## src/logic/pool_consts.svh

```systemverilog
/*
 * Average pooling engine constants
 * Image and pool geometry, output resolution and the widths derived from them
 */
`ifndef POOL_CONSTS_SVH
`define POOL_CONSTS_SVH

// Input image side in pixels
`define POOL_IMG_SIDE 16

// Pool side is a power of two so that n*n divides by shifting
`define POOL_N 4

// Bits per output pixel
`define POOL_OUT_RES 8

`define POOL_OUT_SIDE (`POOL_IMG_SIDE / `POOL_N)
`define POOL_COUNT (`POOL_OUT_SIDE * `POOL_OUT_SIDE)
`define POOL_IDX_W ((`POOL_COUNT > 1) ? $clog2(`POOL_COUNT) : 1)
`define POOL_AREA (`POOL_N * `POOL_N)

// Needs to hold the full count of an all-ones pool
`define POOL_ONES_W $clog2(`POOL_AREA + 1)

`endif

```

## src/logic/pool_pkg.sv

```systemverilog
/*
 * Average pooling package
 * Vector types for images, pools and pixels, and the sequencer states
 */
`default_nettype none

`include "pool_consts.svh"

package pool_pkg;

    // Flat input image with pixel (r,c) at bit r*side+c
    typedef logic [`POOL_IMG_SIDE*`POOL_IMG_SIDE-1:0] image_t;

    // Pixels of one pool in row-major order
    typedef logic [`POOL_AREA-1:0] pool_bits_t;

    // Pool number counted row-major over the output image
    typedef logic [`POOL_IDX_W-1:0] pool_idx_t;

    typedef logic [`POOL_ONES_W-1:0] ones_t;

    typedef logic [`POOL_OUT_RES-1:0] avg_pixel_t;

    // Flat output image with pixel k at bits k*res upward
    typedef logic [`POOL_COUNT*`POOL_OUT_RES-1:0] out_image_t;

    typedef enum logic [1:0] {
        seq_idle,
        seq_average,
        seq_drain
    } seq_state_t;

endpackage

`default_nettype wire

```

## src/logic/pool_counter.sv

```systemverilog
/*
 * Pool index counter
 * Counts pools of a frame and flags the last one
 */
`timescale 1ns/1ps
`default_nettype none

`include "pool_consts.svh"

module pool_counter (
    input  logic                clk,
    input  logic                reset,
    input  logic                en,
    input  logic                count_en,
    input  logic                count_clear,
    output pool_pkg::pool_idx_t index,
    output logic                last_pool
);

    localparam pool_pkg::pool_idx_t LAST_INDEX = pool_pkg::pool_idx_t'(`POOL_COUNT - 1);

    always_ff @(posedge clk) begin
        if (reset) begin
            index <= '0;
        end else if (en) begin
            if (count_clear) begin
                index <= '0;
            end else if (count_en) begin
                // Wraps so the counter is back at zero after a frame
                index <= last_pool ? '0 : index + 1'b1;
            end
        end
    end

    assign last_pool = (index == LAST_INDEX);

endmodule

`default_nettype wire

```

## config.mk

```make
export PLATFORM = sky130hd
export DESIGN_NAME = pool_counter
export DESIGN_NICKNAME = d
export VERILOG_FILES = /design/src/logic/pool_pkg.sv /design/src/logic/pool_counter.sv
export VERILOG_INCLUDE_DIRS = /design/src /design/src/logic
export SDC_FILE = /design/constraint.sdc
export NUM_CORES = 1
export LEC_CHECK = 0
export ABC_AREA = 1
export BUFFER_PORTS_ARGS = -buffer_cell sky130_fd_sc_hd__buf_2
export CAP_MARGIN = 20
export CORE_AREA = 2 2 39 41
export DETAILED_ROUTE_END_ITERATION = 7
export DIE_AREA = 0 0 41 43
export GPL_ROUTABILITY_DRIVEN = 0
export GPL_TIMING_DRIVEN = 1
export HOLD_SLACK_MARGIN = 0.08
export PLACE_DENSITY = 0.43
export SLEW_MARGIN = 20
export SYNTH_ARGS = -nofsm -noshare
export SYNTH_HDL_FRONTEND = slang
export SYNTH_SLANG_ARGS = --single-unit
```

## constraint.sdc

```tcl
create_clock -name clk -period 1 [get_ports clk]
set_input_delay 0.2 -clock clk [delete_from_list [all_inputs] [get_ports clk]]
set_output_delay 0.2 -clock clk [all_outputs]
set_load 0.03 [all_outputs]
```

==> run summary, run 1 <==
Status -> finished, violations left
Violated checks -> negative setup slack
Register area share after synthesis -> 0.372
CTS buffer count -> 3
Sequential Power Share -> 0.377
Root buf cell -> clkbuf_4
Crit path max fanout -> 2
Die Y -> 43 um
Fin nets -> 58
Internal power -> 0.000327 W
Pre-antenna DRT Iters -> 3
First-pass GRT wire length -> 931 um
Max IR drop VDD -> 512 uV
Post-route setup slack -> -0.170 ns
Final Hold Fails -> 0
Post-Synthesis Cells -> 33
Die X -> 41 um
Layout cells sized above 1 -> 0.580
Leakage power -> 0.187 nW
Dominant cells by area after synthesis -> dfxtp_1, nand2_1, a21oi_1
Post-place setup slack -> -0.0166 ns
Core ar. -> 1380 um2
CP Capture Type -> primary output
Overflow after GRT -> 0
Detailed-route via count -> 266
FILL cells -> 159
Drt drc -> 0
Crit path time final -> 1.17 ns
Final HPWL DP -> 459 um
Hold Path Origin -> reset
CTS tree -> yes
DRT iter0 DRCs -> 2
TritonCTS Sinks -> 4
Critical path class -> flip-flop to primary output
Fmax achieved -> 855 MHz
Area share of the largest cell type after synthesis -> 0.372
Register area -> 92.6 um2
Avg WL per Cell -> 8.50 um
Initial antenna violation count -> 0
Cell taking the most area after synthesis -> dfxtp_1
Worst slew pin tran -> 0.255 ns
Crit path DAT -> 0.97 ns
Library cells used by synthesis -> 11
Largest regs -> index (4)
GRT Util Overall -> 0.0834
Design area -> 413 um2
CP Launch Point -> index[0]
Relative slew margins -> 0.830
Biggest register -> index
Final Cycle Share -> 1.17
Dpl cells -> 60
Clk buf depth -> 2
Largest register FFs -> 4
Area of the multi-input gates -> 141 um2
Syn avg cell area -> 6.52 um2
Max-cap violations -> 0
Cell area after synthesis -> 215 um2
Yosys warnings -> 0
Total Die Area -> 1760 um2
N_diodes -> 0
Hold WC Path Type -> input pin to flip-flop
Power, Total -> 0.000431 W
Comb pwr share -> 0.167
Detail Route Antenna Nets -> 0
Unrepaired setup endpoints after global routing -> true
Final Max Slew Viols -> 0
Final non-filler cell total -> 66
Syn nets -> 39
Boundary Pins -> 10
Number of global-route vias before repair -> 254
Hold_buf cts -> 0
H-Tree Depth -> 1
Largest net degree at the start of global routing -> 7
Placed Area -> 323 um2
Total Wirelength -> 561 um
Worst-skew pair later-pin latency -> 0.23 ns
Area delta synth->final -> 91.9%
Pwr Density -> 1040 nW/um2
Worst EP required -> 0.80 ns
Worst r2r src -> index[0]
Detailed-route vias per instance -> 4.03
Starting Density -> 0.156
Port bufs -> 9
Hold_ws -> 0.156 ns
Reg clk slew, reported paths -> 0.04 ns
Setup violators final -> 3
Clk pwr share -> 0.456
Clk_skew -> 0.00223 ns
Num rows -> 14
Sw Pwr -> 0.000104 W
Switching share of power -> 0.241
CP Launch Type -> flip-flop
Synthesized flop and latch total -> 4
power groups by stage:
stage	Clock [W]	Sequential, W	Combinational (W)
floorplan	0	0.000177	0.0000204
global placement	0	0.000167	0.0000562
detailed placement	0	0.000167	0.0000566
CTS	0.000212	0.000165	0.0000730
global route	0.000216	0.000163	0.0000792
finish	0.000197	0.000162	0.0000720
cells by family after synthesis:
family	count (synthesis)	synth area share
flip-flops	4	0.372
adder cells (fa/ha/maj)	1	0.0581
AND/OR/NAND/NOR	16	0.308
buffers and inverters	6	0.105
AO/OA/AOI/OAI	6	0.157
through the flow:
| step | setup TNS [ns] | utilization |
|---|---|---|
| global route | -0.694 | 0.298 |
| detailed placement | -0.0166 | 0.233 |
| CTS | -0.543 | 0.295 |
| floorplan | -0.0135 | - |
| finish | -0.458 | 0.298 |
| global placement | -0.0150 | 0.233 |
cell type report:
| type | instances | share of cell area |
|---|---|---|
| Timing Repair Buffer | 14 | 0.276 |
| Clock buffer | 3 | 0.0545 |
| Multi-Input combinational cell | 23 | 0.342 |
| Tap cell | 16 | 0.0485 |
| Inverter | 6 | 0.0545 |
| Sequential cell | 4 | 0.224 |
what timing repair did:
item | in CTS | in global routing
setup buffers | 3 | 2
pin swaps | 6 | 2
endpoints found under the setup margin | 6 | 7
endpoints found under the hold margin | 0 | 0
resized for setup | 13 | 5
cloned | 0 | 0
path summary, 6_finish.rpt:
check              end  slack, ns  cells after the start
min           index[1]       0.16                      2
max          last_pool      -0.17                      4
max reg2reg   index[2]       0.01                      5
min reg2reg   index[2]       0.50                      2
metal layers:
metal	global-route usage	wire length [um]	up-vias	part of all wire
met5	0	0	-	0
met4	0.100	0	0	0
met3	0.0157	39	0	0.070
met2	0.106	289	6	0.52
met1	0.100	233	120	0.42
li1	-	-	140	-
cells in the final DEF, fill, tap and decap left out, types with 2 or more instances in the layout:
master	count
a21oi_1	3
nand2_1	9
inv_1	4
buf_2	4
dfxtp_4	3
inv_2	2
buf_6	5
nor2_1	2
buf_4	5
nand3_2	2
clkbuf_4	3
cell usage after synthesis:
cell type	count
nand2_1	9
inv_1	5
a21oi_1	4
dfxtp_1	4
nand3_1	3
nor2_1	3
ha_1	1
inv_2	1
nand4_1	1
o21ai_0	1
o21ai_2	1
critical path: stages (launching register included):
cell,delay (ns)
dfxtp_4,0.35
ha_4,0.13
nand3_2,0.08
inv_2,0.06
buf_6,0.12
Note: power is estimated with default switching activity, not from simulation.
==> run 2: changes to the inputs <==
--- a/config.mk
+++ b/config.mk
@@ -15,7 +15,7 @@
 export GPL_ROUTABILITY_DRIVEN = 0
 export GPL_TIMING_DRIVEN = 1
 export HOLD_SLACK_MARGIN = 0.08
-export PLACE_DENSITY = 0.43
+export PLACE_DENSITY = 0.42
 export SLEW_MARGIN = 20
 export SYNTH_ARGS = -nofsm -noshare
 export SYNTH_HDL_FRONTEND = slang
==> constraint.sdc (replaced) <==
create_clock -name clk -period 1.3 [get_ports clk]
set_input_delay 0.26 -clock clk [delete_from_list [all_inputs] [get_ports clk]]
set_output_delay 0.26 -clock clk [all_outputs]
set_load 0.03 [all_outputs]
==> run summary, run 2 (synthesized netlist as in run 1, its figures left out) <==
Status -> finished, final reports clean
Layout cells sized above 1 -> 0.469 (-0.111)
Port bufs -> 9 (unchanged)
Boundary Pins -> 10 (unchanged)
Root buf cell -> clkbuf_4
Leakage power -> 0.178 nW (-5.0%)
N_diodes -> 0 (unchanged)
Crit path time final -> 1.27 ns
Relative slew margins -> 0.843 (+0.0125)
Worst slew pin tran -> 0.236 ns (-0.0190 ns)
TritonCTS Sinks -> 4 (unchanged)
CP Launch Point -> index[1]
Pre-antenna DRT Iters -> 1 (-2)
Clk buf depth -> 2 (unchanged)
Worst r2r src -> index[1]
Final Cycle Share -> 0.973
Drt drc -> 0 (unchanged)
Most common cell after layout, fill and taps aside -> nand2_1
Detailed-route via count -> 255 (-4.1%)
Hold WC Path Type -> input pin to flip-flop
Internal power -> 0.000244 W (-25%)
CP Capture Type -> primary output
Area of the multi-input gates -> 138 um2 (-2.7%)
Core ar. -> 1380 um2 (unchanged)
FILL cells -> 164 (+3.1%)
Num rows -> 14 (unchanged)
Worst EP required -> 1.04 ns (+0.24 ns)
Post-place setup slack -> 0.134 ns (+0.151 ns)
Most frequent cells in the layout -> nand2_1, buf_2, inv_1, a21oi_1, buf_4
Post-route setup slack -> 0.0349 ns (+0.205 ns)
Largest net degree at the start of global routing -> 6 (-1)
Worst-skew pair later-pin latency -> 0.23 ns (about the same)
Sw Pwr -> 0.0000761 W (-27%)
H-Tree Depth -> 1 (unchanged)
Number of global-route vias before repair -> 204 (-20%)
Finished Core Util -> 0.269 (-0.0298)
Final Hold Fails -> 0 (unchanged)
Sequential Power Share -> 0.397 (+0.020)
CP Launch Type -> flip-flop
Detail Route Antenna Nets -> 0 (unchanged)
Dpl cells -> 59 (-1.7%)
Register area -> 87.6 um2 (-5.4%)
Die Y -> 43 um (unchanged)
CTS buffer count -> 3 (unchanged)
Overflow after GRT -> 0 (unchanged)
First-pass GRT wire length -> 828 um (-11%)
Detailed-route vias per instance -> 3.92 (-2.7%)
Comb pwr share -> 0.130 (-0.037)
DRT iter0 DRCs -> 0 (-2)
Crit path max fanout -> 4 (+2)
Max-cap violations -> 0 (unchanged)
Max IR drop VDD -> 261 uV (-49%)
Area delta synth->final -> 72.7%
Total Die Area -> 1760 um2 (unchanged)
Critical path class -> flip-flop to primary output
Biggest register -> index
Clk pwr share -> 0.473 (+0.017)
Pwr Density -> 863 nW/um2 (-17%)
Starting Density -> 0.156 (unchanged)
Total Wirelength -> 571 um (+1.8%)
Reg clk slew, reported paths -> 0.04 ns (about the same)
Fin nets -> 57 (-1.7%)
Largest regs -> index (4)
GRT Util Overall -> 0.0734 (-0.0101)
Crit path DAT -> 1.01 ns (+0.04 ns)
Power, Total -> 0.000321 W (-26%)
Final non-filler cell total -> 65 (-1.5%)
Initial antenna violation count -> 0 (unchanged)
Avg WL per Cell -> 8.78 um (+3.3%)
Largest register FFs -> 4 (unchanged)
Hold Path Origin -> reset
Final Max Slew Viols -> 0 (unchanged)
Hold_ws -> 0.218 ns (+0.0618 ns)
Setup violators final -> 0 (-3)
CTS tree -> yes
Die X -> 41 um (unchanged)
Unrepaired setup endpoints after global routing -> true
Fmax achieved -> 790 MHz
Switching share of power -> 0.237 (-0.00333)
Clk_skew -> 0.000118 ns (-0.00211 ns)
Final HPWL DP -> 410 um (-11%)
run 2: worst paths after layout:
check	to	slack, ns	depth (start not counted)
min reg2reg	index[1]	0.51	2
max	last_pool	0.03	4
min	index[1]	0.22	2
max reg2reg	index[3]	0.23	6
run 2: repair_timing:
item	in CTS	in global routing
setup buffers	1	2
gates resized for setup	6	3
hold buffers	0	0
setup endpoints to repair	1	1
pin swaps	0	1
run 2: critical path, cell delays in order (launching register included):
cell,delay (ns)
dfxtp_4,0.36
ha_4,0.15
nand3_4,0.08
inv_2,0.06
buf_6,0.12
run 2: layer usage:
metal	GRT usage	routed length, um
met4	0.0600	0
met5	0	0
met3	0.0314	29
met1	0.103	244
met2	0.0813	296
run 2: power groups by stage:
stage / combinational (W) / clock [W] / sequential [W]
5_1_grt: 0.0000471 / 0.000171 / 0.000128
2_1_floorplan: 0.0000151 / 0 / 0.000138
3_3_place_gp: 0.0000351 / 0 / 0.000133
6_report: 0.0000416 / 0.000152 / 0.000127
3_5_place_dp: 0.0000347 / 0 / 0.000133
4_1_cts: 0.0000408 / 0.000159 / 0.000128
run 2: metrics by stage:
step	area (um2)	setup TNS [ns]
floorplan	218	0
global placement	290	0
detailed placement	290	0
CTS	344	0
global route	372	-0.0102
finish	372	0
run 2: area by class of cell:
type / instances / share of cell area
clock buffers: 3 / 0.0606
inverters: 6 / 0.0606
multi-input cells: 23 / 0.370
flip-flops and latches: 4 / 0.236
well taps: 16 / 0.0539
repair buffers: 13 / 0.219
==> run 3: changes to the inputs <==
--- a/config.mk
+++ b/config.mk
@@ -13,7 +13,7 @@
 export DETAILED_ROUTE_END_ITERATION = 7
 export DIE_AREA = 0 0 41 43
 export GPL_ROUTABILITY_DRIVEN = 0
-export GPL_TIMING_DRIVEN = 1
+export GPL_TIMING_DRIVEN = 0
 export HOLD_SLACK_MARGIN = 0.08
 export PLACE_DENSITY = 0.42
 export SLEW_MARGIN = 20
==> run summary, run 3 (synthesized netlist as in run 1, its figures left out) <==
Status -> finished, final reports clean
Layout cells sized above 1 -> 0.468 (-0.00130)
Clk buf depth -> 2 (unchanged)
Hold Path Origin -> reset
TritonCTS Sinks -> 4 (unchanged)
Boundary Pins -> 10 (unchanged)
Root buf cell -> clkbuf_4
Final Cycle Share -> 0.958 (-0.0154)
Avg WL per Cell -> 8.05 um (-8.4%)
Crit path max fanout -> 3 (-1)
Worst slew pin tran -> 0.236 ns (-0.00000656 ns)
Core ar. -> 1380 um2 (unchanged)
Largest regs -> index (4)
Final Max Slew Viols -> 0 (unchanged)
Biggest register -> index
H-Tree Depth -> 1 (unchanged)
Worst r2r src -> index[0]
Critical path class -> flip-flop to primary output
Final Hold Fails -> 0 (unchanged)
Total Die Area -> 1760 um2 (unchanged)
Die X -> 41 um (unchanged)
Hold WC Path Type -> input pin to flip-flop
Final HPWL DP -> 396 um (-3.4%)
Final non-filler cell total -> 63 (-3.1%)
Pwr Density -> 910 nW/um2 (+5.5%)
N_diodes -> 0 (unchanged)
DR WL met3 -> 33 um (+14%)
CP max stage delay -> 0.35 ns (about the same)
Number of global-route vias before repair -> 209 (+2.5%)
WL met1 -> 209 um (-14%)
Worst-skew pair later-pin latency -> 0.23 ns (about the same)
CP Launch Type -> flip-flop
Most common cell after layout, fill and taps aside -> nand2_1
Detail Route Antenna Nets -> 0 (unchanged)
Pre-antenna DRT Iters -> 2 (+1)
Reg clk slew, reported paths -> 0.04 ns (about the same)
CTS tree -> yes
Dpl cells -> 58 (-1.7%)
Crit path DAT -> 0.99 ns (-0.02 ns)
Fin nets -> 55 (-3.5%)
CTS buffer count -> 3 (unchanged)
Largest register FFs -> 4 (unchanged)
Worst path slowest cell -> dfxtp_4
Design area -> 350 um2 (-5.7%)
Top Metal Used -> met3
Critical Path, Cell by Cell -> ha_4 -> nand3_2 -> inv_2 -> buf_6
Relative slew margins -> 0.843 (about the same)
Die Y -> 43 um (unchanged)
Total Wirelength -> 507 um (-11%)
Clk_skew -> 0.0000953 ns (-0.0000226 ns)
Setup violators final -> 0 (unchanged)
Drt drc -> 0 (unchanged)
Overflow after GRT -> 0 (unchanged)
Finished Core Util -> 0.253 (-0.0154)
Met2 wire length -> 264 um (-11%)
CP Launch Point -> index[0]
Worst EP required -> 1.04 ns (about the same)
Placed Area -> 283 um2 (-2.6%)
Hold_ws -> 0.213 ns (-0.00478 ns)
Fmax achieved -> 803 MHz (+1.6%)
Port bufs -> 9 (unchanged)
Largest net degree at the start of global routing -> 7 (+1)
Num rows -> 14 (unchanged)
First-pass GRT wire length -> 800 um (-3.4%)
Most frequent cells in the layout -> nand2_1, buf_2, inv_1, a21oi_1
DRT iter0 DRCs -> 1 (+1)
Leakage power -> 0.167 nW (-5.9%)
Initial antenna violation count -> 0 (unchanged)
Starting Density -> 0.156 (unchanged)
Max-cap violations -> 0 (unchanged)
Detailed-route via count -> 242 (-5.1%)
GRT Util Overall -> 0.0742 (+0.000856)
CP Capture Type -> primary output
Area delta synth->final -> 62.8%
Crit path time final -> 1.25 ns (-0.0200 ns)
Detailed-route vias per instance -> 3.84 (-2.1%)
Hold_buf cts -> 0 (unchanged)
Max IR drop VDD -> 283 uV (+8.4%)
## run 3: final cells by class
| cell class | instances | area [um2] |
|---|---|---|
| Clock buffer | 3 | 22.5 |
| Timing Repair Buffer | 11 | 66.3 |
| Tap cell | 16 | 20.0 |
| Multi-Input combinational cell | 23 | 130 |
| Sequential cell | 4 | 88.8 |
| Fill cell | 158 | 1030 |
| Inverter | 6 | 22.5 |
## run 3: final timing paths
| path | end | slack, ns | cells past startpoint |
|---|---|---|---|
| worst min register to register | index[2] | 0.49 | 2 |
| worst min-delay path | index[1] | 0.21 | 2 |
| worst max-delay path | last_pool | 0.05 | 4 |
| worst max register to register | index[3] | 0.29 | 6 |
## run 3: report_power, final
part	internal (W)	switching (W)	leakage, nW
clock	0.000103	0.0000470	0.0138
combinational	0.0000170	0.0000247	0.119
sequential	0.000124	0.00000292	0.0344
total	0.000244	0.0000746	0.167
## run 3: stage by stage
| stage | power (W) | setup WS (ns) | setup TNS, ns |
|---|---|---|---|
| global route | 0.000350 | -0.000639 | -0.000639 |
| finish | 0.000319 | 0.0549 | 0 |
| detailed placement | 0.000168 | 0.135 | 0 |
| floorplan | 0.000153 | 0.0658 | 0 |
| CTS | 0.000329 | 0.000378 | 0 |
| global placement | 0.000168 | 0.135 | 0 |
## run 3: per-layer routing
layer	global-route usage	vias to the layer above
met1	0.0737	102
met2	0.0938	5
met4	0.0800	0
li1	-	135
met3	0.0471	0
met5	0	-
## run 3: timing repair
item	4_1_cts	5_1_grt
buffers inserted	1	1
endpoints found under the setup margin	1	1
resized for setup	6	3
gates cloned	0	0
## run 3: critical path, delay by kind of cell (launching register included)
family / cells / cell delay (ns)
flops: 1 / 0.35
buf+inv: 2 / 0.18
fa+ha+maj: 1 / 0.14
simple gates: 1 / 0.08
