### config.mk
export PLATFORM = sky130hd
export DESIGN_NAME = pixel_averager_flat
export DESIGN_NICKNAME = d
export VERILOG_FILES = /design/src/logic/pool_pkg.sv /design/src/logic/avg_result_if.sv /design/src/logic/pixel_averager.sv /design/src/flat_wrapper.sv
export VERILOG_INCLUDE_DIRS = /design/src /design/src/logic
export SDC_FILE = /design/constraint.sdc
export NUM_CORES = 1
export LEC_CHECK = 0
export ABC_AREA = 1
export BUFFER_PORTS_ARGS = -buffer_cell sky130_fd_sc_hd__buf_2
export CAP_MARGIN = 20
export CORE_MARGIN = 2
export CORE_UTILIZATION = 44
export CTS_CLUSTER_SIZE = 25
export DETAILED_ROUTE_END_ITERATION = 8
export PLACE_DENSITY_LB_ADDON = 0.12
export SYNTH_ARGS = -nofsm -noshare
export SYNTH_HDL_FRONTEND = slang
export SYNTH_SLANG_ARGS = --single-unit
### constraint.sdc
create_clock -name clk -period 5.1 [get_ports clk]
set_input_delay 1.02 -clock clk [delete_from_list [all_inputs] [get_ports clk]]
set_output_delay 1.02 -clock clk [all_outputs]
set_load 0.05 [all_outputs]
### src/logic/pool_consts.svh
/*
 * Average pooling engine constants
 * Image and pool geometry, output resolution and the widths derived from them
 */
`ifndef POOL_CONSTS_SVH
`define POOL_CONSTS_SVH

// Input image side in pixels
`define POOL_IMG_SIDE 16

// Pool side is a power of two so that n*n divides by shifting
`define POOL_N 4

// Bits per output pixel
`define POOL_OUT_RES 8

`define POOL_OUT_SIDE (`POOL_IMG_SIDE / `POOL_N)
`define POOL_COUNT (`POOL_OUT_SIDE * `POOL_OUT_SIDE)
`define POOL_IDX_W ((`POOL_COUNT > 1) ? $clog2(`POOL_COUNT) : 1)
`define POOL_AREA (`POOL_N * `POOL_N)

// Needs to hold the full count of an all-ones pool
`define POOL_ONES_W $clog2(`POOL_AREA + 1)

`endif

### src/logic/pool_pkg.sv
/*
 * Average pooling package
 * Vector types for images, pools and pixels, and the sequencer states
 */
`default_nettype none

`include "pool_consts.svh"

package pool_pkg;

    // Flat input image with pixel (r,c) at bit r*side+c
    typedef logic [`POOL_IMG_SIDE*`POOL_IMG_SIDE-1:0] image_t;

    // Pixels of one pool in row-major order
    typedef logic [`POOL_AREA-1:0] pool_bits_t;

    // Pool number counted row-major over the output image
    typedef logic [`POOL_IDX_W-1:0] pool_idx_t;

    typedef logic [`POOL_ONES_W-1:0] ones_t;

    typedef logic [`POOL_OUT_RES-1:0] avg_pixel_t;

    // Flat output image with pixel k at bits k*res upward
    typedef logic [`POOL_COUNT*`POOL_OUT_RES-1:0] out_image_t;

    typedef enum logic [1:0] {
        seq_idle,
        seq_average,
        seq_drain
    } seq_state_t;

endpackage

`default_nettype wire

### src/logic/avg_result_if.sv
/*
 * Averaged pixel link
 * One pooled result with its index and end-of-frame mark
 */
`timescale 1ns/1ps
`default_nettype none

interface avg_result_if;

    logic                   valid;
    pool_pkg::pool_idx_t    index;
    pool_pkg::avg_pixel_t   value;
    // Set on the final pool of a frame
    logic                   last;

    modport producer (
        output valid,
        output index,
        output value,
        output last
    );

    modport consumer (
        input valid,
        input index,
        input value,
        input last
    );

endinterface

`default_nettype wire

### src/logic/pixel_averager.sv
/*
 * Pixel averager
 * Counts set pixels of one pool, scales the count to the output
 * resolution with saturation, and registers it with its index
 */
`timescale 1ns/1ps
`default_nettype none

`include "pool_consts.svh"

module pixel_averager (
    input  logic                 clk,
    input  logic                 reset,
    input  logic                 en,
    input  logic                 issue,
    input  pool_pkg::pool_idx_t  index,
    input  pool_pkg::pool_bits_t pool_bits,
    input  logic                 last_pool,
    avg_result_if.producer       res
);

    localparam int AREA_LOG2 = $clog2(`POOL_AREA);
    localparam int SCALED_W  = `POOL_ONES_W + `POOL_OUT_RES;

    pool_pkg::ones_t       ones;
    logic [SCALED_W-1:0]   scaled;
    pool_pkg::avg_pixel_t  value_next;

    // Population count
    always_comb begin
        ones = '0;
        for (int i = 0; i < `POOL_AREA; i++) begin
            ones = ones + pool_pkg::ones_t'(pool_bits[i]);
        end
    end

    // Scaled count is ones * 2^res / n^2
    // An all-ones pool lands one past the top code and saturates
    assign scaled = {ones, {`POOL_OUT_RES{1'b0}}} >> AREA_LOG2;

    assign value_next = (scaled > SCALED_W'({`POOL_OUT_RES{1'b1}})) ?
                        '1 : scaled[`POOL_OUT_RES-1:0];

    always_ff @(posedge clk) begin
        if (reset) begin
            res.valid <= 1'b0;
        end else if (en) begin
            res.valid <= issue;
        end
    end

    always_ff @(posedge clk) begin
        if (en) begin
            res.value <= value_next;
            res.index <= index;
            res.last  <= last_pool;
        end
    end

endmodule

`default_nettype wire

### src/flat_wrapper.sv
// flat-port wrapper written by rule: the top's interface ports become plain ports
module pixel_averager_flat 
  (clk, reset, en, issue, index, pool_bits, last_pool, res_valid, res_index, res_value, res_last);
  avg_result_if res_i ();
  input  logic clk;
  input  logic reset;
  input  logic en;
  input  logic issue;
  input  pool_pkg::pool_idx_t index;
  input  pool_pkg::pool_bits_t pool_bits;
  input  logic last_pool;
  output wire logic [$bits(res_i.valid)-1:0] res_valid;
  output wire logic [$bits(res_i.index)-1:0] res_index;
  output wire logic [$bits(res_i.value)-1:0] res_value;
  output wire logic [$bits(res_i.last)-1:0] res_last;
  assign res_valid = res_i.valid;
  assign res_index = res_i.index;
  assign res_value = res_i.value;
  assign res_last = res_i.last;
  pixel_averager u_core (.clk(clk), .reset(reset), .en(en), .issue(issue), .index(index), .pool_bits(pool_bits), .last_pool(last_pool), .res(res_i));
endmodule
==> results of run 1 <==
==> registers in the layout, summed over array words and instances, names as in the netlist <==
name,flops
u_core.res.index,4
u_core.res.last,1
u_core.res.valid,1
u_core.res.value,5
==> worst max-delay path by stage <==
stage                             from             endpoint
final                     pool_bits[0]  u_core.res.value[4]
after global routing      pool_bits[0]  u_core.res.value[5]
after CTS                 pool_bits[0]  u_core.res.value[4]
after detailed placement  pool_bits[0]  u_core.res.value[4]
after global placement    pool_bits[0]  u_core.res.value[6]
after floorplan           pool_bits[0]  u_core.res.value[5]
==> per-layer routing <==
| metal | part of all wire | track usage | vias to the layer above | wire length, um |
|---|---|---|---|---|
| met5 | 0 | 0 | - | 0 |
| met4 | 0 | 0.0343 | 0 | 0 |
| met3 | 0.056 | 0.0471 | 0 | 68 |
| met2 | 0.55 | 0.239 | 18 | 667 |
| met1 | 0.39 | 0.150 | 259 | 474 |
| li1 | - | - | 287 | - |
==> final cells by class <==
cell class              instances  area [um2]
fillers                       153         697
multi-input cells              31         342
flip-flops and latches         11         320
repair buffers                 38         190
inverters                      27         101
well taps                      25        31.3
clock buffers                   4        26.3
==> cells in the mapped netlist, drive strengths merged <==
cell and count:
inv 27, edfxtp 10, fa 10, nand2 8
ha 5, buf 3, nand3 3, nor2 2
a211oi 1, a21oi 1, dfxtp 1, o21ai 1
==> cell usage in the layout (no fill, tap or decap) <==
| cell | instances |
|---|---|
| nand2_2 | 2 |
| buf_2 | 38 |
| ha_1 | 5 |
| edfxtp_1 | 10 |
| nand2_1 | 6 |
| dfxtp_1 | 1 |
| a211oi_1 | 1 |
| o21ai_2 | 1 |
| clkbuf_1 | 1 |
| nor2_1 | 2 |
| fa_1 | 10 |
| inv_1 | 27 |
| clkbuf_4 | 3 |
| a21oi_1 | 1 |
| nand3_1 | 3 |
==> through the flow <==
stage / cell area, um2 / setup slack, ns
2_1_floorplan: 786 / 0.716
3_3_place_gp: 985 / 0.535
3_5_place_dp: 985 / 0.487
4_1_cts: 1010 / 0.764
5_1_grt: 1010 / 0.640
6_report: 1010 / 0.773
==> power by group <==
part / total (mW) / switching [mW] / leakage (nW) / internal, mW
registers: 0.136 / 0.00447 / 0.106 / 0.131
logic: 0.269 / 0.181 / 0.452 / 0.0879
clock network: 0.0566 / 0.0264 / 0.0150 / 0.0302
==> logic make-up (layout without fill, tap and decap cells) <==
group	count (synthesis)	count (layout)	share of synthesized area
adders and majority gates	15	15	0.334
AOI/OAI and AO/OA	3	3	0.0271
and+or+nand+nor	13	13	0.0732
buffers and inverters	30	69	0.158
DFF	11	11	0.408
==> worst max-delay path: cells and delay by family <==
kind | cells | cell delay [ns]
and+or+nand+nor | 4 | 0.33
buffers and inverters | 3 | 0.23
adders and majority gates | 7 | 2.77
==> impl_metrics.ini, run 1 <==
[clock_tree]
cts_root_buf = clkbuf_4
cts_tree = done
postCtsHoldBufs = 0
cts_buffers = 3
cts_setup_buffers = 0
clk_latency_ns = 0.26
clock_path_buffers = 2
clkTransAtPathRegs_ns = 0.06
cts_max_level = 1
cts_resized = 0
cts.sink_count = 11

[yosys]
yosysTopAreaCell = edfxtp_1
ys_seq_area_frac = 0.408
avgSynthCellArea_um2 = 10.9
synth_area_leaders = edfxtp_1 (38%), fa_1 (25%), inv_1 (13%), ha_1 (8.0%), buf_4 (2.9%)
yosysWarnings = 0
ys_types = 13
synthDominantCellAreaShare = 0.382
synth_cells = 72
ys_ff_latch = 11
syn_nets = 112
synth_area_um2 = 786

[setup_path]
crit_path_max_fanout = 4
crit_path_start_kind = input port
cp.arrival_ns = 4.34
slowest_stage = fa_1
r2r_setup_slack_ns = 4.50
r2r_end = u_core.res.valid
cp_cell_sequence = buf_2, ha_1, inv_1, fa_1, fa_1, fa_1, fa_1, fa_1, inv_1, fa_1, nand2_2, nand2_1, nand2_2, nand2_1
r2r_start = u_core.res.valid
critical_path_class = in2reg
cpPeakStageDelay_ns = 0.54
critPathMostFrequentCell = fa_1
end_kind = register
r2r_cells = 2
crit_required_ns = 5.12

[sta]
tightest_slew_ns = 0.259
finalSetupViolCount = 0
fmax_mhz = 231
relSlewSlack = 0.827
finalHoldViolations = 0
period_share = 0.848
rsz0062_at_grt = no
final.setup.tns_ns = 0
fin_skew_ns = 0
drv_slew = 0
min_period_ns = 4.33
holdWs_ns = 0.487

[power_and_ir_drop]
powerDensity_nw_per_um2 = 456
ir_drop_mv = 0.226
power_uw = 461
power_leakage_nw = 0.573

[hold_path]
whs_path_depth = 2
hp-start = u_core.res.valid
hold_path_end = u_core.res.valid
hold_class = reg2reg

[route]
vias = 564
ant_nets = 0
avgViaCountPerCell = 4.15
wirelength_um = 1210
drt_iter0_drc = 6
wire_per_inst_um = 8.90
route.detailed.drc = 0
dr.pass1.iters = 3

[grt]
grt.total_usage = 0.134
grt_overflow = 0
grt_max_degree = 13
grt_pass1_vias = 526
antenna_found_initial = 0
grt_pass1_wl_um = 1970

[placement]
dp_cells = 132
port_buffers = 38
gp_congestion = 0.748
dp_hpwl_um = 1080

[die]
design.core.area_um2 = 1710
dieArea_um2 = 2140
start_util = 0.460
rows = 15
boundaryPins = 39
die_w_um = 46.3
die_h_um = 46.3

[cells_and_area]
nets = 152
num_antenna_cells = 0
stdcell_count = 136
drive_gt1_frac = 0.396
fin_util = 0.592
area_growth_syn_to_layout_pct = 28.7

[run_status]
status = complete, no violations

[run]
cap_violations = 0
(Power assumes the default switching activity.)
==> run 2, diff against run 1 <==
==> constraint.sdc (replaced) <==
create_clock -name clk -period 4.1 [get_ports clk]
set_input_delay 0.82 -clock clk [delete_from_list [all_inputs] [get_ports clk]]
set_output_delay 0.82 -clock clk [all_outputs]
set_load 0.05 [all_outputs]
==> run 2 against run 1 <==
Against the previous run:
- via count up 3.5%
- critical endpoint is now u_core.res.value[6]
- sequential power grew 24%
- count of clock-buffer cells in the layout is the same
- critical path depth unchanged
- critical path type unchanged
- worst hold slack better by 0.015 ns
- non-clock buffer count rose by 3
- clock power grew 27%
==> impl_metrics.ini, run 2 (synthesis gave the netlist of run 1 again) <==
[setup_path]
crit_path_max_fanout = 4
critPathMostFrequentCell = fa_1
cp_cell_sequence = buf_6, ha_4, inv_2, fa_1, fa_1, fa_1, fa_1, fa_2, inv_2, fa_2, nand2_2, nand2_2, nand2_4, o21ai_2
worstSetupStartpoint = pool_bits[1]
cpPeakStageDelay_ns = 0.54
slowest_stage = fa_1
end_kind = register
crit_required_ns = 4.13
crit_path_start_kind = input port
critical_path_class = in2reg
cp.arrival_ns = 4.05
r2r_start = u_core.res.valid

[clock_tree]
cts_buffers = 3
postCtsHoldBufs = 0
clock_path_buffers = 2
cts_root_buf = clkbuf_4
cts.sink_count = 11
clk_latency_ns = 0.27
cts_max_level = 1
clkTransAtPathRegs_ns = 0.06
cts_tree = done

[grt]
grt_use_met3 = 0.0706
grt_pass1_wl_um = 2130
grt.total_usage = 0.155
grt_max_degree = 13
grt_overflow = 0
use_met1 = 0.159
met2_usage = 0.267
grt.busiest_layer = met2
grt_pass1_vias = 532
antenna_found_initial = 0

[die]
dieArea_um2 = 2140
die_h_um = 46.3
die_w_um = 46.3
boundaryPins = 39
start_util = 0.460
rows = 15
design.core.area_um2 = 1710

[hold_path]
hold_class = reg2reg
hp-start = u_core.res.valid

[run_status]
status = complete, no violations

[placement]
port_buffers = 38
dp_hpwl_um = 1040
dp_slack_ns = -0.307
gp_congestion = 0.718

[sta]
min_period_ns = 4.02
fmax_mhz = 249
tightest_slew_ns = 0.254
relSlewSlack = 0.831
fin_skew_ns = 0
final.setup.worst_slack_ns = 0.0776
rsz0062_at_grt = yes
period_share = 0.981
finalSetupViolCount = 0
finalHoldViolations = 0
drv_slew = 0

[power_and_ir_drop]
sw_frac_of_total = 0.454
p_seq_frac = 0.271
power_frac_clock = 0.115
ir_drop_mv = 0.315
powerDensity_nw_per_um2 = 580
combPwrFrac = 0.614
p_int_uw = 342
power_leakage_nw = 0.598
p_switching_uw = 284

[cells_and_area]
nets = 155
fin_util = 0.632
reg_top3 = u_core.res.value: 5 flops, u_core.res.index: 4 flops
regMostFlops = u_core.res.value
final.fill_count = 158
drive_gt1_frac = 0.482
area_growth_syn_to_layout_pct = 37.4
num_antenna_cells = 0
layout_common_cells = buf_2 (36), inv_1 (25), edfxtp_1 (10), fa_1 (8)
final_common_cell = buf_2
largest_reg_flops = 5

[route]
ant_nets = 0
route.detailed.drc = 0
vias = 584
avgViaCountPerCell = 4.20
dr.pass1.iters = 4
wirelength_um = 1320
wire_per_inst_um = 9.52
drt_iter0_drc = 7

[run]
cap_violations = 0
## run 2: changes by cell type in the layout (fill, tap and decap cells not counted), sizes merged
| cell | previous run | this run |
|---|---|---|
| buf | 38 | 41 |
## run 2: cell type report
| class | count | area (um2) | share of cell area |
|---|---|---|---|
| Clock buffer | 4 | 26.3 | 0.0243 |
| Timing Repair Buffer | 41 | 229 | 0.212 |
| Sequential cell | 11 | 320 | 0.297 |
| Multi-Input combinational cell | 31 | 372 | 0.344 |
| Tap cell | 25 | 31.3 | 0.0290 |
| Inverter | 27 | 101 | 0.0939 |
## run 2: metrics by stage
step	hold slack, ns	setup TNS (ns)	cells	power (mW)	instance area [um2]
final	0.502	0	139	0.626	1080
after global routing	0.544	-0.197	139	0.689	1080
after CTS	0.505	0	138	0.609	1030
after detailed placement	0.491	-1.43	134	0.529	1000
after global placement	0.475	-0.997	134	0.520	1000
after floorplan	0.703	-0.0199	72	0.446	786
## run 2: power groups by stage
stage,clock [mW],combinational [mW],sequential (mW)
6_report,0.0720,0.385,0.169
5_1_grt,0.0809,0.436,0.172
4_1_cts,0.0751,0.364,0.170
3_5_place_dp,0,0.356,0.172
3_3_place_gp,0,0.349,0.170
2_1_floorplan,0,0.179,0.267
## run 2: worst paths after layout
path                            depth (start not counted)  slack [ns]             endpoint
worst max-delay path                                   14        0.08  u_core.res.value[6]
worst min-delay path                                    2        0.50     u_core.res.valid
worst max register to register                          2        3.49     u_core.res.valid
worst min register to register                          2        0.50     u_core.res.valid
## run 2: routing by layer
layer / vias to the layer above / part of all wire
met1: 262 / 0.35
met2: 25 / 0.55
met3: 5 / 0.079
met5: - / 0
li1: 292 / -
met4: 0 / 0.022
## run 2: critical path, delay by kind of cell
family,cells,cell delay (ns)
adder cells (fa/ha/maj),7,2.76
AND/OR/NAND/NOR,3,0.26
buffers and inverters,3,0.16
AO/OA/AOI/OAI,1,0.05
## run 2: timing repair
action | in CTS | in global routing
buffers inserted | 0 | 1
pin swaps | 0 | 1
gates resized for setup | 3 | 10
setup endpoints to repair | 3 | 5
==> run 3, diff against run 2 <==
--- a/config.mk
+++ b/config.mk
@@ -9,8 +9,8 @@
 export ABC_AREA = 1
 export BUFFER_PORTS_ARGS = -buffer_cell sky130_fd_sc_hd__buf_2
 export CAP_MARGIN = 20
-export CORE_MARGIN = 2
-export CORE_UTILIZATION = 44
+export CORE_MARGIN = 4
+export CORE_UTILIZATION = 48
 export CTS_CLUSTER_SIZE = 25
 export DETAILED_ROUTE_END_ITERATION = 8
 export PLACE_DENSITY_LB_ADDON = 0.12
==> constraint.sdc (replaced) <==
create_clock -name clk -period 4.7 [get_ports clk]
set_input_delay 0.94 -clock clk [delete_from_list [all_inputs] [get_ports clk]]
set_output_delay 0.94 -clock clk [all_outputs]
set_load 0.05 [all_outputs]
==> run 3 against run 2 <==
Against the previous run:
- worst setup slack better by 0.40 ns
- clock power decreased by 11%
- critical path depth did not move
- total power decreased by 19%
- worst hold slack lost 0.0025 ns
- via count shrank 2.6%
- clock skew is the same
- non-clock buffer count is 3 lower
- count of clock-buffer cells in the layout shrank 1
- flip-flop and latch count is the same
- critical path type unchanged
==> impl_metrics.ini, run 3 (synthesis gave the netlist of run 1 again) <==
[route]
dr.pass1.iters = 3
drt_iter0_drc = 5
avgViaCountPerCell = 4.48
wire_per_inst_um = 10.4
ant_nets = 0
route.detailed.drc = 0
wirelength_um = 1320
vias = 569

[sta]
fin_skew_ns = 0
final.setup.worst_slack_ns = 0.482
fmax_mhz = 237
rsz0062_at_grt = no
holdWs_ns = 0.499
final.setup.tns_ns = 0
period_share = 0.897
finalSetupViolCount = 0
relSlewSlack = 0.831
drv_slew = 0
finalHoldViolations = 0
min_period_ns = 4.22
tightest_slew_ns = 0.254

[placement]
dp_slack_ns = 0.174
dp_hpwl_um = 1150
port_buffers = 38
gp_congestion = 0.648

[clock_tree]
cts_tree = done
cts.sink_count = 11
cts_max_level = 1
cts_resized = 0
clk_latency_ns = 0.27
cts_root_buf = clkbuf_4
clkTransAtPathRegs_ns = 0.07
cts_setup_buffers = 0
postCtsHoldBufs = 0
cts_buffers = 3
clock_path_buffers = 2

[grt]
grt_overflow = 0
met2_usage = 0.224
grt_pass1_wl_um = 2280
grt_use_met3 = 0.0491
grt.busiest_layer = met2
antenna_found_initial = 0
grt_pass1_vias = 587
grt.total_usage = 0.123
use_met1 = 0.126
grt_max_degree = 13

[die]
boundaryPins = 39
start_util = 0.516
die_h_um = 48.5
dieArea_um2 = 2350
rows = 14
design.core.area_um2 = 1520
die_w_um = 48.5

[setup_path]
crit_path_max_fanout = 4
critical_path_class = in2reg
r2r_setup_slack_ns = 4.06
cp.arrival_ns = 4.24
crit_required_ns = 4.72
end_kind = register
crit_path_start_kind = input port

[cells_and_area]
area_growth_syn_to_layout_pct = 27.4
fin_util = 0.657
largest_reg_flops = 5
drive_gt1_frac = 0.405
reg_top3 = u_core.res.value: 5 flops, u_core.res.index: 4 flops
num_antenna_cells = 0
regMostFlops = u_core.res.value
layout_common_cells = buf_2 (38), inv_1 (27), fa_1 (10), edfxtp_1 (10), nand2_1 (6)
nets = 152
final_common_cell = buf_2
final.fill_count = 135

[power_and_ir_drop]
powerDensity_nw_per_um2 = 507
ir_drop_mv = 0.311
power_leakage_nw = 0.576

[run]
cap_violations = 0

[run_status]
status = complete, no violations

[hold_path]
hold_class = reg2reg
[run 3: worst paths after layout]
check                                      start             endpoint  cells after the start
worst max-delay path                pool_bits[0]  u_core.res.value[4]                     14
worst min register to register  u_core.res.valid     u_core.res.valid                      2
worst max register to register  u_core.res.valid     u_core.res.valid                      2
worst min-delay path            u_core.res.valid     u_core.res.valid                      2
[run 3: layout make-up]
class	instances	area, um2	share of cell area
clock buffer	3	22.5	0.0225
clock inverter	1	5.00	0.00500
inverter	27	101	0.101
multi-input combinational	31	342	0.341
sequential	11	320	0.320
tap	16	20.0	0.0200
timing repair buffer	38	190	0.190
[run 3: worst max-delay path, stage by stage]
cell	delay [ns]
buf_2	0.10
ha_1	0.28
inv_1	0.07
fa_1	0.43
fa_1	0.54
fa_1	0.43
fa_1	0.52
fa_1	0.17
inv_1	0.06
fa_1	0.39
nand2_2	0.10
nand2_1	0.07
nand2_2	0.10
nand2_1	0.06
[run 3: metal layers]
layer	share of wire	routed length, um
met4	0.0053	7
met2	0.56	739
met5	0	0
met1	0.37	485
met3	0.063	83
[run 3: metrics by stage]
step / total power [mW] / cell area [um2] / instances
6_report: 0.507 / 1000 / 127
5_1_grt: 0.557 / 1000 / 127
4_1_cts: 0.517 / 1000 / 127
3_5_place_dp: 0.450 / 973 / 123
3_3_place_gp: 0.439 / 973 / 123
2_1_floorplan: 0.390 / 786 / 72
[run 3: power by group]
part / internal, mW / switching, mW / total [mW]
clock network: 0.0315 / 0.0324 / 0.0639
registers: 0.142 / 0.00518 / 0.148
logic: 0.0957 / 0.200 / 0.296
total: 0.270 / 0.238 / 0.507
